File: config.mk
export PLATFORM = sky130hd
export DESIGN_NAME = stream_buffer_top
export DESIGN_NICKNAME = d
export VERILOG_FILES = /design/src/common/buffer_cfg_pkg.sv /design/src/common/stream_pkg.sv /design/src/hdl/stream_buffer_top.sv /design/src/hdl/burst_ctrl.sv /design/src/axis_fifo/axis_fifo.sv /design/src/hdl/counter.sv
export SDC_FILE = /design/constraint.sdc
export NUM_CORES = 1
export LEC_CHECK = 0
export BUFFER_PORTS_ARGS = -buffer_cell sky130_fd_sc_hd__buf_2
export CORE_ASPECT_RATIO = 0.75
export CORE_UTILIZATION = 55
export DETAILED_ROUTE_END_ITERATION = 6
export GPL_TIMING_DRIVEN = 0
export PLACE_DENSITY = 0.82
export SYNTH_ARGS = -nofsm -noshare
export SYNTH_HDL_FRONTEND = slang
export SYNTH_SLANG_ARGS = --single-unit
export TNS_END_PERCENT = 30
File: constraint.sdc
create_clock -name clk -period 3.3 [get_ports clk]
set_input_delay 0.495 -clock clk [delete_from_list [all_inputs] [get_ports clk]]
set_output_delay 0.495 -clock clk [all_outputs]
set_load 0.02 [all_outputs]
File: src/common/buffer_cfg_pkg.sv
package buffer_cfg_pkg;

  ////////////////////////////////////////
  // fifo geometry
  ////////////////////////////////////////

  // memory entries, read stage and output reg come on top
  localparam int fifo_depth = 16;

  // pointer width, log2 of the depth
  localparam int addr_width = 4;

  ////////////////////////////////////////
  // status thresholds
  ////////////////////////////////////////

  // stored words at or above this raise full
  localparam int full_thresh = 14;

  // stored words at or below this raise empty
  localparam int empty_thresh = 2;

  ////////////////////////////////////////
  // burst control
  ////////////////////////////////////////

  // idle cycles before waiting words are pushed out anyway
  localparam int flush_timeout = 20;

  // wide enough to hold flush_timeout
  localparam int timer_width = 5;

endpackage

File: src/common/stream_pkg.sv
package stream_pkg;

  ////////////////////////////////////////
  // payload format
  ////////////////////////////////////////

  // width of the data field
  localparam int data_width = 8;

  // one word on the stream
  // last rides along with the data, nothing in the buffer looks at it
  typedef struct packed {
    logic [data_width-1:0] data;
    logic                  last;
  } stream_word_t;

endpackage
File: src/hdl/stream_buffer_top.sv
`timescale 1ns/1ps

module stream_buffer_top import buffer_cfg_pkg::*, stream_pkg::*; (
  input  logic         clk,
  input  logic         rst,
  // input stream
  input  logic         in_valid,
  output logic         in_ready,
  input  stream_word_t in_data,
  // output stream
  output logic         out_valid,
  input  logic         out_ready,
  output stream_word_t out_data,
  // status
  output logic         full,
  output logic         empty
);

  ////////////////////////////////////////
  // fifo to controller
  ////////////////////////////////////////

  logic fifo_valid;
  logic fifo_ready;
  logic wr_accept;
  logic drained;

  // buffer, data goes straight out, valid/ready via the controller
  // full doubles as the controller's almost_full
  axis_fifo #(
    .payload_t (stream_word_t)
  ) axis_fifo_inst (
    .clk         (clk),
    .rst         (rst),
    .in_valid    (in_valid),
    .in_ready    (in_ready),
    .in_data     (in_data),
    .fifo_valid  (fifo_valid),
    .fifo_ready  (fifo_ready),
    .fifo_data   (out_data),
    .wr_accept   (wr_accept),
    .almost_full (full),
    .empty_flag  (empty),
    .drained     (drained)
  );

  // output gate
  burst_ctrl burst_ctrl_inst (
    .clk         (clk),
    .rst         (rst),
    .wr_accept   (wr_accept),
    .almost_full (full),
    .drained     (drained),
    .fifo_valid  (fifo_valid),
    .fifo_ready  (fifo_ready),
    .out_valid   (out_valid),
    .out_ready   (out_ready)
  );

endmodule

File: src/hdl/burst_ctrl.sv
`timescale 1ns/1ps

module burst_ctrl import buffer_cfg_pkg::*; (
  input  logic clk,
  input  logic rst,
  // fifo status
  input  logic wr_accept,
  input  logic almost_full,
  input  logic drained,
  // fifo read side
  input  logic fifo_valid,
  output logic fifo_ready,
  // gated output stream
  output logic out_valid,
  input  logic out_ready
);

  typedef enum logic {
    st_idle,
    st_drain
  } state_t;

  state_t state;
  state_t state_next;

  // output gate open
  logic draining;

  // idle timer
  logic timer_clr;
  logic timer_ena;
  logic timer_expired;

  assign draining = (state == st_drain);

  ////////////////////////////////////////
  // idle flush timer
  ////////////////////////////////////////

  // restarts on every accepted word
  // also parked while draining so a stale expiry never reopens the gate
  assign timer_clr = wr_accept | draining;

  // runs only while words wait behind the closed gate
  assign timer_ena = ~draining & ~drained;

  // starts at 1 so expiry lands flush_timeout edges after the accept
  counter #(
    .lower      (1),
    .upper      (flush_timeout),
    .wraparound (1'b0)
  ) idle_timer_cnt (
    .clk      (clk),
    .rst      (rst),
    .clr      (timer_clr),
    .ena      (timer_ena),
    .value    (),
    .at_upper (timer_expired)
  );

  ////////////////////////////////////////
  // idle / drain fsm
  ////////////////////////////////////////

  always_comb begin
    state_next = state;
    case (state)
      st_idle: begin
        // threshold or timeout with something waiting
        if (almost_full || (timer_expired && !drained)) begin
          state_next = st_drain;
        end
      end
      st_drain: begin
        // empty all the way, close again
        if (drained) begin
          state_next = st_idle;
        end
      end
      default: state_next = st_idle;
    endcase
  end

  always_ff @(posedge clk) begin
    if (rst) begin
      state <= st_idle;
    end else begin
      state <= state_next;
    end
  end

  // handshake passes only while draining
  assign out_valid  = fifo_valid & draining;
  assign fifo_ready = out_ready & draining;

  ////////////////////////////////////////
  // checks
  ////////////////////////////////////////

  // gate closes with no word held at the output, so out_valid stays low in idle
  a_closed_when_idle : assert property (
    @(posedge clk) disable iff (rst)
    $fell(draining) |-> !fifo_valid
  );

endmodule

File: src/axis_fifo/axis_fifo.sv
`timescale 1ns/1ps

module axis_fifo import buffer_cfg_pkg::*, stream_pkg::*; #(
  parameter type payload_t = stream_word_t
) (
  input  logic     clk,
  input  logic     rst,
  // write side
  input  logic     in_valid,
  output logic     in_ready,
  input  payload_t in_data,
  // read side
  output logic     fifo_valid,
  input  logic     fifo_ready,
  output payload_t fifo_data,
  // status
  output logic     wr_accept,
  output logic     almost_full,
  output logic     empty_flag,
  output logic     drained
);

  // storage, no reset on payload
  payload_t mem [fifo_depth];

  // pointers and fold flags
  logic [addr_width-1:0] wr_addr;
  logic [addr_width-1:0] rd_addr;
  logic                  wr_at_top;
  logic                  rd_at_top;
  logic                  wr_fold;
  logic                  rd_fold;

  // memory status from pointer compare
  logic                  mem_full;
  logic                  mem_empty;

  // handshake strobes
  logic                  wr_ena;
  logic                  rd_ena;
  logic                  handoff;
  logic                  advance;

  // read stage between memory and output reg
  payload_t              stage_data;
  logic                  stage_valid;

  // words held in memory only, 0 to fifo_depth
  logic [addr_width:0]   count;

  ////////////////////////////////////////
  // handshakes
  ////////////////////////////////////////

  assign in_ready  = ~mem_full;
  assign wr_ena    = in_valid & in_ready;
  assign wr_accept = wr_ena;

  // output reg empty or being taken this cycle
  assign handoff = fifo_valid & fifo_ready;
  assign advance = ~fifo_valid | handoff;

  // pop memory only when the pipe moves
  assign rd_ena = advance & ~mem_empty;

  ////////////////////////////////////////
  // write pointer and memory
  ////////////////////////////////////////

  counter #(
    .lower      (0),
    .upper      (fifo_depth - 1),
    .wraparound (1'b1)
  ) wr_ptr_cnt (
    .clk      (clk),
    .rst      (rst),
    .clr      (1'b0),
    .ena      (wr_ena),
    .value    (wr_addr),
    .at_upper (wr_at_top)
  );

  // flips each time the write pointer wraps
  always_ff @(posedge clk) begin
    if (rst) begin
      wr_fold <= 1'b0;
    end else if (wr_ena && wr_at_top) begin
      wr_fold <= ~wr_fold;
    end
  end

  always_ff @(posedge clk) begin
    if (wr_ena) begin
      mem[wr_addr] <= in_data;
    end
  end

  ////////////////////////////////////////
  // read pointer and read path
  ////////////////////////////////////////

  counter #(
    .lower      (0),
    .upper      (fifo_depth - 1),
    .wraparound (1'b1)
  ) rd_ptr_cnt (
    .clk      (clk),
    .rst      (rst),
    .clr      (1'b0),
    .ena      (rd_ena),
    .value    (rd_addr),
    .at_upper (rd_at_top)
  );

  always_ff @(posedge clk) begin
    if (rst) begin
      rd_fold <= 1'b0;
    end else if (rd_ena && rd_at_top) begin
      rd_fold <= ~rd_fold;
    end
  end

  // stage 1, registered memory read
  always_ff @(posedge clk) begin
    if (rd_ena) begin
      stage_data <= mem[rd_addr];
    end
  end

  always_ff @(posedge clk) begin
    if (rst) begin
      stage_valid <= 1'b0;
    end else if (advance) begin
      stage_valid <= ~mem_empty;
    end
  end

  // stage 2, output reg, holds under back-pressure
  always_ff @(posedge clk) begin
    if (rst) begin
      fifo_valid <= 1'b0;
    end else if (advance) begin
      fifo_valid <= stage_valid;
    end
  end

  always_ff @(posedge clk) begin
    if (advance && stage_valid) begin
      fifo_data <= stage_data;
    end
  end

  ////////////////////////////////////////
  // status
  ////////////////////////////////////////

  // same address, different fold -> writer is a lap ahead
  assign mem_full  = (wr_addr == rd_addr) && (wr_fold != rd_fold);
  // same address, same fold -> nothing stored
  assign mem_empty = (wr_addr == rd_addr) && (wr_fold == rd_fold);

  // occupancy for the soft thresholds
  always_ff @(posedge clk) begin
    if (rst) begin
      count <= '0;
    end else begin
      case ({wr_ena, rd_ena})
        2'b10:   count <= count + 1'b1;
        2'b01:   count <= count - 1'b1;
        default: count <= count;
      endcase
    end
  end

  assign almost_full = (count >= full_thresh);
  assign empty_flag  = (count <= empty_thresh);

  // nothing anywhere, memory and both stages
  assign drained = mem_empty & ~stage_valid & ~fifo_valid;

  ////////////////////////////////////////
  // checks
  ////////////////////////////////////////

  // occupancy count agrees with the fold-flag full detect
  a_no_write_when_full : assert property (
    @(posedge clk) disable iff (rst)
    wr_accept |-> (count < fifo_depth)
  );

  // stalled word stays put until taken
  a_hold_under_stall : assert property (
    @(posedge clk) disable iff (rst)
    (fifo_valid && !fifo_ready) |=> (fifo_valid && $stable(fifo_data))
  );

endmodule

File: src/hdl/counter.sv
`timescale 1ns/1ps

module counter import buffer_cfg_pkg::*; #(
  // first value after reset or clear
  parameter int lower = 0,
  // last value before wrap or hold
  parameter int upper = fifo_depth - 1,
  // 1 wraps back to lower, 0 sticks at upper
  parameter bit wraparound = 1'b1
) (
  input  logic                           clk,
  input  logic                           rst,
  input  logic                           clr,
  input  logic                           ena,
  output logic [$clog2(upper + 1) - 1:0] value,
  output logic                           at_upper
);

  // width of the value register
  localparam int width = $clog2(upper + 1);

  ////////////////////////////////////////
  // count register
  ////////////////////////////////////////

  // top reached, owner uses it for fold flags or expiry
  assign at_upper = (value == width'(upper));

  always_ff @(posedge clk) begin
    if (rst || clr) begin
      value <= width'(lower);
    end else if (ena) begin
      if (!at_upper) begin
        value <= value + 1'b1;
      end else if (wraparound) begin
        value <= width'(lower);
      end
    end
  end

  ////////////////////////////////////////
  // checks
  ////////////////////////////////////////

  // range holds over any mix of clear, enable and wrap
  a_value_in_range : assert property (
    @(posedge clk) disable iff (rst)
    (value >= width'(lower)) && (value <= width'(upper))
  );

endmodule

After elaboration in Yosys (flattened, before gate mapping)
Memory sizes are Yosys's and may differ from the RTL's. A register that Yosys moved wholly into a read port is not among the register bits.
Cells that the tools add are included.
{"block": "classes", "mux": 8, "n_addsub": 5, "n_lt_le_gt_ge": 2, "eq_ne": 8, "n_reduce_logical": 11, "bitwise_logic": 19}
{"cell": "$add A5 B1 Y5 const B", "n": 2}
{"cell": "$pmux W5 S2", "n": 1}
{"cell": "$not A1 Y1", "n": 9}
{"cell": "$add A4 B1 Y4 const B", "n": 2}
{"cell": "$and A1 B1 Y1", "n": 8}
{"cell": "$eq A4 B4 Y1 const B", "n": 2}
{"cell": "$mux W4", "n": 2}
{"cell": "$logic_and A1 B1 Y1", "n": 6}
{"cell": "$eq A5 B5 Y1 const B", "n": 1}
{"cell": "$ge A5 B4 Y1 const B", "n": 1}
{"cell": "$le A5 B2 Y1 const B", "n": 1}
{"cell": "$sub A5 B1 Y5 const B", "n": 1}
{"cell": "$eq A4 B4 Y1", "n": 1}
{"cell": "$mux W1", "n": 4}
{"cell": "$eq A2 B1 Y1 const B", "n": 1}
{"cell": "$eq A2 B2 Y1 const B", "n": 1}
{"cell": "$logic_or A1 B1 Y1", "n": 2}
{"cell": "$or A1 B1 Y1", "n": 2}
{"cell": "$pmux W1 S2", "n": 1}
{"cell": "$reduce_and A2 Y1", "n": 1}
{"cell": "$reduce_bool A2 Y1", "n": 1}
{"cell": "$eq A1 B1 Y1", "n": 1}
{"cell": "$logic_not A1 Y1", "n": 1}
{"cell": "$ne A1 B1 Y1", "n": 1}
{"block": "word_totals", "out_inout_bits": 13, "memories": 1, "inputBits": 13, "elab_cells": 65, "regBits": 32, "mem_bits_rw": 144}
{"memory": "axis_fifo_inst.mem", "words": 16, "width": 9, "read_ports": 1, "rd_clocked_by_memory_dff": 1, "wr": 1, "line_no": "axis_fifo.sv:24", "source": "payload_t mem [fifo_depth];"}

Depth between registers and ports, before layout
Gate-level depths: netlist (run 1).
{"block": "logic_depth", "word_depth": 9, "depth_mapped": 15, "ltp_nobuf": 12}

Hierarchy
A second synthesis (run 1) with hierarchy kept.
{"block": "unflattened", "hier_cells": 428, "hier_area_um2": 7518.5}
{"module": "axis_fifo", "area_per_inst_um2": 6824.0, "cells_each": 355, "seq_area_each_um2": 5044.8, "n_inst": 1}
{"module": "counter (axis_fifo_inst.rd_ptr_cnt ...)", "area_per_inst_um2": 180.2, "cells_each": 19, "seq_area_each_um2": 80.1, "n_inst": 2}
{"module": "counter (burst_ctrl_inst.idle_timer_cnt)", "area_per_inst_um2": 270.3, "cells_each": 27, "seq_area_each_um2": 100.1, "n_inst": 1}
{"module": "burst_ctrl", "area_per_inst_um2": 63.8, "cells_each": 8, "seq_area_each_um2": 20.0, "n_inst": 1}

Worst setup path before layout (run 1)
OpenSTA, ideal clock, no wires.
{"block": "synth_timing", "kind": "reg2reg", "startpoint": "register axis_fifo_inst.rd_ptr_cnt.value[0]", "endpoint": "register axis_fifo_inst.count[4]", "period_less_slack_ns": 2.860, "n_path_buf": 3, "path_slack_ns": 0.440, "required_time_ns": 3.230, "path_stages_with_launch": 16, "setup_time_ns": 0.070, "arrival_ns": 2.790, "path_cell_list": "dfxtp_1 -> buf_6 -> xnor2_2 -> nand4_4 -> o21a_1 -> buf_6 -> clkbuf_1 -> inv_2 -> ha_1 -> xor2_1 -> ha_1 -> a211o_1 -> a21oi_1 -> a221oi_1 -> or3_1 -> a21oi_1"}
{"block": "synth_via", "elab_chain_len": 6, "elab_cells_between_ends": 11, "classes_between": "eq/ne: 3; mux: 1; bitwise: 4; reduce/logical: 3"}
{"item": "from (decl)", "line_no": "counter.sv:15", "source": "output logic [$clog2(upper + 1) - 1:0] value,"}
{"item": "from (signal assigned)", "line_no": "counter.sv:31", "source": "value <= width'(lower);"}
{"item": "from (signal assigned)", "line_no": "counter.sv:34", "source": "value <= value + 1'b1;"}
{"item": "from (signal assigned)", "line_no": "counter.sv:36", "source": "value <= width'(lower);"}
{"item": "$eq A4 B4 Y1 *", "line_no": "axis_fifo.sv:158, axis_fifo.sv:160"}
{"item": "$logic_and A1 B1 Y1 (on tied branches)", "line_no": "axis_fifo.sv:160, axis_fifo.sv:158"}
{"item": "$not A1 Y1 (on tied branches)", "line_no": "axis_fifo.sv:64, axis_fifo.sv:55"}
{"item": "$and A1 B1 Y1 (on tied branches)", "line_no": "axis_fifo.sv:64, axis_fifo.sv:56"}
{"item": "$eq A2 B1 Y1 / $eq A2 B2 Y1 (equally long branches)", "line_no": "axis_fifo.sv:167", "source": "case ({wr_ena, rd_ena})"}
{"item": "$pmux W5 S2 / $reduce_bool A2 Y1 (equally long branches)"}
{"item": "to (signal assigned)", "line_no": "axis_fifo.sv:168", "source": "2'b10: count <= count + 1'b1;"}
{"item": "to (signal assigned)", "line_no": "axis_fifo.sv:169", "source": "2'b01: count <= count - 1'b1;"}
{"item": "to (signal assigned)", "line_no": "axis_fifo.sv:170", "source": "default: count <= count;"}
{"item": "to (decl)", "line_no": "axis_fifo.sv:49", "source": "logic [addr_width:0] count;"}
Mark *: on every way between the ends. The rest lies on a longest branch, timed or not.
A chain may end at the register's enable or synchronous reset.

Worst setup path in the final report (run 1)
Same ends and word-level chain as after synthesis.

==> metrics.txt, run 1 <==
status=completed; library cells used by synthesis=between 50 and 60; Global Route Usage Sum=0.230; DRT antenna net count=0; largest cells by area after synthesis=edfxtp_1 (64%), mux4_2 (11%), dfxtp_1 (6.1%); clock tree buffer depth=2; initial antenna violation count=2; Compound-Gate Fraction of Synth Area=0.0513; max cap viols=0; total standard cell area after synthesis=7560 um^2; Slew Viols, Final=0; worst-margin pin slew=around 1.1 ns; final hold vios=0; DRC=0; Area growth syn-to-layout=12.9%; Hold Buf Count CTS=0; adder-cell share of the synthesized area=0.0182; Worst Path Required=about 3.7 ns; post-synthesis mux area share=0.129; Tcrit/Tclk final=0.938; syn_area_per_cell=17.9 um^2; gr ovfl total=0; HPWL Detailed=about 10000 um; CP endpoint kind=flip-flop; Worst Skew=0.0149 ns; Std-Cell Rows=36; DP Area=about 7900 um^2; router iterations before antenna repair=5; final core occ=0.647; H-tree depth reported by CTS=4; largest net degree at the start of global routing=20; Most used DFF post-synth=edfxtp_1; total wire length=14700 um; Max transition margin=0.272; die height=a little over 100 um; Finished Layout Cells=roughly 650; PwrDens=between 700 and 800 nW/um^2; Async S/R FF share, synth=0; Vias/cell=a little over 6; critical path class=reg2reg; Post-Synth Simple-Gate Area=0.0553; top cells by count, synth=edfxtp_1 (162), mux4_2 (36), dfxtp_1 (23); XOR/XNOR Fraction of Synth Area=0.0202; top-level port count=26; Static Leak=~2.8 nW; number of synthesized flops with an enable pin=~160; endpoints failing setup=0; area share of the largest cell type after synthesis=0.644; worst vdd ir=between 0.4 and 0.5 mV; RSZ-0062 raised after global routing=no; setup tns final=0 ns; CP Launch Type=flip-flop; global-route wire length before repair=approximately 23000 um; cell with the most instances after synthesis=edfxtp_1; Worst Hold Class=in2reg; post-synth top area cell=edfxtp_1; Core Area=around 13000 um^2; CTS tree=built; Synth Instances=between 400 and 500; gpl congestion=0.791; largest family of logic cells by synthesized area=multiplexers; dpl cells=a little over 600; vias=about 4000; IO buf count=25; Max Freq=323 MHz; Num Clock Sinks=approximately 190; die area=14200 um^2; CP arrival=3.45 ns; Initial Utilization=0.573; share of cells above drive strength 1=0.250; initial DRC count=about 450; width of the die=between 100 and 150 um; post-layout minimum cycle time=3.09 ns; vias in the first global route=3981; nets=around 490; clk_lat worst skew=0.43 ns; syn_nets=approximately 450; root buf cell=clkbuf_16; Finished Cell Area=~8500 um^2; # diodes=0; Num CTS Buffers=17; post-synthesis sequential area ratio=0.705; clk slew on worst S/H paths=around 0.070 ns; drt wl/cell=22.6 um; number of synthesized register bits=roughly 190; Yosys Warn Count=0; crit-path max FO=10
-- registers in the layout, summed over array words and instances (netlist names) --
register	flops
axis_fifo_inst.rd_ptr_cnt.value	4
burst_ctrl_inst.idle_timer_cnt.value	5
burst_ctrl_inst.draining	1
axis_fifo_inst.fifo_data	9
axis_fifo_inst.wr_fold	1
axis_fifo_inst.stage_data	9
axis_fifo_inst.stage_valid	1
axis_fifo_inst.wr_ptr_cnt.value	4
axis_fifo_inst.rd_fold	1
axis_fifo_inst.mem	144
axis_fifo_inst.count	5
axis_fifo_inst.fifo_valid	1
-- routing by layer --
metal	wire (um)	share of wire	global-route usage
met5	0	0	0
met4	110	0.0075	0.0628
met3	1050	0.071	0.0705
met2	7300	0.50	0.345
met1	6280	0.43	0.328
-- per-stage QoR --
| stage | power (mW) | hold slack, ns | worst slack (ns) |
|---|---|---|---|
| after floorplan | 4.05 | 0.400 | 0.440 |
| after global placement | 4.38 | 0.405 | 0.230 |
| after detailed placement | 4.47 | 0.405 | 0.0476 |
| after CTS | 6.49 | 0.403 | 0.0404 |
| after global routing | 6.75 | 0.397 | 0.00586 |
| final | 6.48 | 0.414 | 0.206 |
-- kinds of logic after synthesis --
group                      count (synthesis)
buffers and inverters                     33
muxes                                     52
xor gates and xnor gates                  14
AOI/OAI and AO/OA                         56
DFF                                      185
adders and majority gates                 11
and+or+nand+nor                           72
-- critical path, stage by stage, from the launching register on --
cell and delay, ns:
dfxtp_1 0.33, buf_6 0.15, xnor2_2 0.24, nand4_4 0.17, o21a_1 0.22, buf_6 0.14, clkbuf_1 0.20, inv_2 0.13
ha_4 0.19, xor2_1 0.08, ha_1 0.22, a211o_1 0.27, a21oi_1 0.15, a221oi_1 0.08, or3_1 0.33, a21oi_1 0.13
-- cells in the final DEF, fill, tap and decap left out, types with 4 or more instances in the layout --
cell type / Yosys / layout
clkbuf_1: 15 / 15
nand2_1: 6 / 6
a21oi_1: 16 / 16
clkinv_4: 0 / 4
ha_1: 11 / 10
and3_1: 12 / 12
inv_1: 7 / 7
nor2_1: 20 / 20
dfxtp_1: 23 / 22
buf_2: 3 / 28
o21ai_0: 4 / 4
clkinv_8: 0 / 4
or3_1: 4 / 4
nor2b_1: 15 / 15
xnor2_2: 4 / 5
clkbuf_16: 0 / 17
edfxtp_1: 162 / 162
a211oi_1: 10 / 10
xor2_1: 6 / 6
mux2i_1: 15 / 15
buf_6: 4 / 4
mux4_2: 36 / 36
-- where the power goes --
| group | total, mW | internal, mW | switching, mW | leakage, nW |
|---|---|---|---|---|
| Combinational | 1.56 | 0.652 | 0.908 | 0.867 |
| Sequential | 2.88 | 2.79 | 0.0940 | 1.66 |
| Clock | 2.03 | 1.09 | 0.945 | 0.299 |
| Total | 6.48 | 4.53 | 1.95 | 2.83 |
-- layout make-up --
class	count	area, um^2
multi-input combinational	205	2090
fill	857	4660
tap	171	214
buffer	24	131
timing repair buffer	25	125
clock buffer	17	425
sequential	185	5330
clock inverter	15	186
inverter	9	33.8
-- path summary, 6_finish.rpt --
path | start | end | slack, ns | cells after the start
worst max-delay path | axis_fifo_inst.rd_ptr_cnt.value[0] | axis_fifo_inst.count[4] | 0.21 | 15
worst min-delay path | rst | burst_ctrl_inst.idle_timer_cnt.value[3] | 0.41 | 3
worst max register to register | axis_fifo_inst.rd_ptr_cnt.value[0] | axis_fifo_inst.count[4] | 0.21 | 15
worst min register to register | axis_fifo_inst.stage_data[1] | axis_fifo_inst.fifo_data[1] | 0.42 | 0
-- what timing repair did --
action	in CTS	in global routing
setup buffers	0	0
hold endpoints to repair	0	0
gates resized for setup	1	3
endpoints found under the setup margin	1	1
Power figures use the tool's default switching activity.
==> run 2: changes to the inputs <==
--- a/config.mk
+++ b/config.mk
@@ -7,10 +7,10 @@
 export LEC_CHECK = 0
 export BUFFER_PORTS_ARGS = -buffer_cell sky130_fd_sc_hd__buf_2
 export CORE_ASPECT_RATIO = 0.75
-export CORE_UTILIZATION = 55
+export CORE_UTILIZATION = 30
 export DETAILED_ROUTE_END_ITERATION = 6
 export GPL_TIMING_DRIVEN = 0
-export PLACE_DENSITY = 0.82
+export PLACE_DENSITY = 0.54
 export SYNTH_ARGS = -nofsm -noshare
 export SYNTH_HDL_FRONTEND = slang
 export SYNTH_SLANG_ARGS = --single-unit
==> metrics.txt, run 2 (same netlist as run 1, synthesis figures left out) <==
status=completed; Clock Power Share=0.302; commonest non-fill, non-tap cells in the layout=edfxtp_1 (162), mux4_2 (36), buf_2 (28); worst flop-to-flop path startpoint=axis_fifo_inst.rd_ptr_cnt.value[0]; HPWL Detailed=11100 um; Worst setup endpoint=axis_fifo_inst.count[4]; worst-margin pin slew=approximately 1.1 ns; # diodes=0; gpl congestion=between 0.8 and 0.9; DRC=0; root buf cell=clkbuf_16; die area=between 20000 and 30000 um^2; Slew Viols, Final=0; routed length on met2=around 7400 um; post-layout minimum cycle time=just over 3 ns; Cell Int Power=approximately 4.5 mW; crit-path max FO=10; die height=around 140 um; Num Clock Sinks=around 190; Multi-input gate area=~2100 um^2; reg2reg path depth=15; highest metal used=met4; Core Area=~24000 um^2; vias in the first global route=4033; top-level port count=26; initial antenna violation count=0; router iterations before antenna repair=5; largest net degree at the start of global routing=18; DRT antenna net count=0; nets=492; Area growth syn-to-layout=14.9%; Worst Path Required=3.66 ns; sw frac=0.303; worst vdd ir=0.383 mV; Worst Skew=between 0.01 and 0.015 ns; critical path class=reg2reg; CP Launch Type=flip-flop; width of the die=around 190 um; share of cells above drive strength 1=0.250; Num CTS Buffers=17; CP endpoint kind=flip-flop; met1 WL=roughly 8000 um; Initial Utilization=0.311; Psw=1.95 mW; RSZ-0062 raised after global routing=no; clock tree buffer depth=2; Reg with most FFs=axis_fifo_inst.mem; max cap viols=0; setup bufs post-CTS=0; sequential cell fraction of total power=0.448; gr ovfl total=0; Finished Layout Cells=roughly 810; vias=3975; Max Freq=around 330 MHz; total wire length=16500 um; Global Route Usage Sum=0.138; CP arrival=~3.4 ns; Comb pwr share=0.250; most common cell after layout, fill and taps aside=edfxtp_1; clk slew on worst S/H paths=0.07 ns; Filler cells=2283; worst r2r dst=axis_fifo_inst.count[4]; H-tree depth reported by CTS=4; Met3 Wirelength=approximately 1100 um; Pwr Total=6.43 mW; Vias/cell=just under 5; register area=5330 um^2; global-route wire length before repair=between 20000 and 30000 um; drt wl/cell=20.3 um; PwrDens=~740 nW/um^2; Max transition margin=0.243; final hold vios=0; Worst Setup SP=axis_fifo_inst.rd_ptr_cnt.value[0]; flip-flop count of the largest register after layout=approximately 140; initial DRC count=slightly below 400; CTS tree=built; dpl cells=slightly below 800; Static Leak=about 2.8 nW; Tcrit/Tclk final=0.925; setup tns final=0 ns; Std-Cell Rows=a little under 50; endpoints failing setup=0; largest registers=axis_fifo_inst.mem (144), axis_fifo_inst.fifo_data (9), axis_fifo_inst.stage_data (9); IO buf count=25; r2r setup slk=around 0.25 ns; clk_lat worst skew=0.43 ns; Worst Hold Class=in2reg
==> run 2: changes by cell type in the layout (fill, tap and decap cells not counted) <==
cell / change
inv_8: -3
clkinv_4: -1
clkinv_8: -4
clkinvlp_4: +5
clkinv_2: +2
buf_4: +1
==> run 2: metrics by stage <==
step                      worst slack, ns  area, um^2  hold slack, ns  utilization
after global placement              0.155        8100           0.406        0.333
after global routing               0.0239        8680           0.400        0.357
after CTS                          0.0220        8660           0.391        0.356
final                               0.246        8680           0.406        0.357
after detailed placement           0.0700        8110           0.413        0.333
after floorplan                     0.440        7560           0.400            -
==> run 2: power by group through the flow <==
stage | sequential, mW | combinational, mW | clock, mW
global route | 2.91 | 1.75 | 2.08
CTS | 2.88 | 1.61 | 1.97
detailed placement | 2.94 | 1.60 | 0
finish | 2.88 | 1.61 | 1.94
floorplan | 2.95 | 1.09 | 0
global placement | 2.92 | 1.54 | 0
==> run 2: how the worst min path moves through the flow <==
stage | slack, ns | start | end | cells after the start
floorplan | 0.40 | axis_fifo_inst.stage_data[0] | axis_fifo_inst.fifo_data[0] | 0
global placement | 0.41 | axis_fifo_inst.stage_data[3] | axis_fifo_inst.fifo_data[3] | 0
detailed placement | 0.41 | axis_fifo_inst.stage_data[3] | axis_fifo_inst.fifo_data[3] | 0
CTS | 0.39 | rst | burst_ctrl_inst.idle_timer_cnt.value[3] | 3
global route | 0.40 | rst | burst_ctrl_inst.idle_timer_cnt.value[3] | 3
finish | 0.41 | rst | burst_ctrl_inst.idle_timer_cnt.value[3] | 3
==> run 2: layout make-up <==
class | count | area share
inverter | 9 | 0.00389
tap | 331 | 0.0477
multi-input combinational | 205 | 0.241
timing repair buffer | 26 | 0.0153
clock inverter | 14 | 0.0146
clock buffer | 17 | 0.0490
sequential | 185 | 0.613
buffer | 24 | 0.0151
==> run 2: what timing repair did <==
action	in CTS	in global routing
setup endpoints to repair	0	2
hold buffers	0	0
gates resized for setup	0	4
==> run 2: critical path, cell delays in order (launching register included) <==
cell      delay (ns)
dfxtp_1         0.32
buf_6           0.14
xnor2_2         0.22
nand4_4         0.17
o21a_1          0.22
buf_6           0.14
clkbuf_1        0.19
inv_2           0.12
ha_4            0.19
xor2_1          0.09
ha_1            0.23
a211o_1         0.27
a21oi_1         0.14
a221oi_1        0.07
or3_1           0.32
a21oi_1         0.13
==> run 2: layer usage <==
layer  up-vias  global-route usage
met4         0              0.0444
met1      2069               0.198
li1       1760                   -
met5         -                   0
met2       133               0.196
met3        13              0.0440
==> run 3: changes to the inputs <==
--- a/config.mk
+++ b/config.mk
@@ -5,9 +5,11 @@
 export SDC_FILE = /design/constraint.sdc
 export NUM_CORES = 1
 export LEC_CHECK = 0
-export BUFFER_PORTS_ARGS = -buffer_cell sky130_fd_sc_hd__buf_2
+export BUFFER_PORTS_ARGS = -buffer_cell sky130_fd_sc_hd__clkbuf_2
 export CORE_ASPECT_RATIO = 0.75
+export CORE_MARGIN = 3
 export CORE_UTILIZATION = 30
+export CTS_CLUSTER_SIZE = 14
 export DETAILED_ROUTE_END_ITERATION = 6
 export GPL_TIMING_DRIVEN = 0
 export PLACE_DENSITY = 0.54
==> metrics.txt, run 3 (same netlist as run 1, synthesis figures left out) <==
initial DRC count=about 330; worst-margin pin slew=approximately 1.0 ns; most common cell after layout, fill and taps aside=edfxtp_1; Worst Path Required=between 3 and 4 ns; Area growth syn-to-layout=14.8%; largest registers=axis_fifo_inst.mem (144), axis_fifo_inst.fifo_data (9), axis_fifo_inst.stage_data (9); Comb pwr share=0.245; Psw=between 1.5 and 2 mW; width of the die=about 190 um; die area=roughly 27000 um^2; commonest non-fill, non-tap cells in the layout=edfxtp_1 (162), mux4_2 (36), clkbuf_2 (25); Tcrit/Tclk final=0.938; Hold Buf Count CTS=0; largest net degree at the start of global routing=18; Core Area=between 20000 and 25000 um^2; IO buf count=25; Slew Viols, Final=0; PostCTS Resize Cnt=0; Finished Cell Area=slightly below 9000 um^2; Clock Power Share=0.303; Std-Cell Rows=just under 50; top-level port count=26; H-tree depth reported by CTS=4; share of cells above drive strength 1=0.244; CP Launch Type=flip-flop; crit-path max FO=10; Reg with most FFs=axis_fifo_inst.mem; vias in the first global route=approximately 3800; global-route wire length before repair=roughly 24000 um; vias=roughly 3800; total wire length=about 16000 um; Crit-path slowest cell=dfxtp_1; status=completed; Vias/cell=~4.7; clk slew on worst S/H paths=roughly 0.070 ns; Global Route Usage Sum=0.123; setup tns final=0 ns; CP cell instances=buf_6 > xnor2_2 > nand4_4 > o21a_1 > buf_6 > clkbuf_1 > inv_2 > ha_4 > xor2_1 > ha_1 > a211o_1 > a21oi_1 > a221oi_1 > or3_1 > a21oi_1; Worst path max stage delay=about 0.33 ns; drt wl/cell=about 20 um; Max transition margin=0.305; PwrDens=between 700 and 800 nW/um^2; initial antenna violation count=2; post-layout minimum cycle time=slightly above 3 ns; Num CTS Buffers=17; Final WS setup=about 0.2 ns; CTS tree=built; flip-flop count of the largest register after layout=approximately 140; endpoints failing setup=0; pre-CTS worst setup slack=0.0747 ns; Initial Utilization=0.311; clock tree buffer depth=2; max cap viols=0; Worst Hold Class=in2reg; HPWL Detailed=10700 um; root buf cell=clkbuf_16; Num Clock Sinks=185; nets=just under 500; Max Freq=around 320 MHz; gr ovfl total=0; sequential cell fraction of total power=0.452; DRT antenna net count=0; RSZ-0062 raised after global routing=no; clk_lat worst skew=0.43 ns; DP Area=just over 8000 um^2; setup bufs post-CTS=0; DRC=0; router iterations before antenna repair=4; CP endpoint kind=flip-flop; gpl congestion=0.737; Worst Skew=around 0.011 ns; die height=roughly 140 um; Static Leak=2.79 nW; CP arrival=between 3 and 4 ns; worst vdd ir=between 0.3 and 0.4 mV; dpl cells=779; Finished Layout Cells=roughly 810; final hold vios=0; sw frac=0.296; Cell Int Power=4.48 mW; critical path class=reg2reg
-- run 3: changes by cell type in the layout (fill, tap and decap cells not counted), sizes merged --
| cell | change |
|---|---|
| diode | +1 |
| clkinvlp | -1 |
| buf | -26 |
| inv | +1 |
| clkbuf | +26 |
-- run 3: through the flow --
step | hold WS (ns) | total power, mW | util
2_1_floorplan | 0.400 | 4.05 | -
5_1_grt | 0.417 | 6.70 | 0.357
3_5_place_dp | 0.406 | 4.50 | 0.333
3_3_place_gp | 0.410 | 4.46 | 0.333
6_report | 0.402 | 6.37 | 0.357
4_1_cts | 0.392 | 6.41 | 0.356
-- run 3: layer usage --
| layer | global-route usage | up-vias | share of wire |
|---|---|---|---|
| li1 | - | 1771 | - |
| met1 | 0.180 | 1957 | 0.52 |
| met2 | 0.181 | 66 | 0.43 |
| met3 | 0.0376 | 10 | 0.044 |
| met4 | 0.0245 | 2 | 0.0052 |
| met5 | 0 | - | 0.00044 |
-- run 3: final cells by class --
type	count	area, um^2
fillers	2284	15700
flip-flops and latches	185	5330
multi-input cells	205	2090
clock buffers	18	429
well taps	331	414
plain buffers	24	131
repair buffers	25	125
clock inverters	14	124
inverters	9	33.8
diodes	1	2.50
-- run 3: power groups by stage --
stage / clock (mW) / combinational [mW] / sequential (mW)
6_report: 1.93 / 1.56 / 2.88
5_1_grt: 2.07 / 1.72 / 2.91
4_1_cts: 1.96 / 1.57 / 2.89
3_5_place_dp: 0 / 1.57 / 2.94
3_3_place_gp: 0 / 1.53 / 2.93
2_1_floorplan: 0 / 1.09 / 2.95
-- run 3: final timing paths --
| check | startpoint | endpoint | slack (ns) | depth (start not counted) |
|---|---|---|---|---|
| max | axis_fifo_inst.rd_ptr_cnt.value[0] | axis_fifo_inst.count[4] | 0.21 | 15 |
| min | rst | burst_ctrl_inst.idle_timer_cnt.value[3] | 0.40 | 3 |
| max reg2reg | axis_fifo_inst.rd_ptr_cnt.value[0] | axis_fifo_inst.count[4] | 0.21 | 15 |
| min reg2reg | axis_fifo_inst.stage_data[6] | axis_fifo_inst.fifo_data[6] | 0.42 | 0 |
-- run 3: critical path, delay by kind of cell, from the launching register on --
| kind | cells | cell delay [ns] |
|---|---|---|
| adder cells (fa/ha/maj) | 2 | 0.40 |
| XOR/XNOR | 2 | 0.31 |
| flip-flops | 1 | 0.33 |
| buffers and inverters | 4 | 0.59 |
| AO/OA/AOI/OAI | 5 | 0.89 |
| AND/OR/NAND/NOR | 2 | 0.50 |
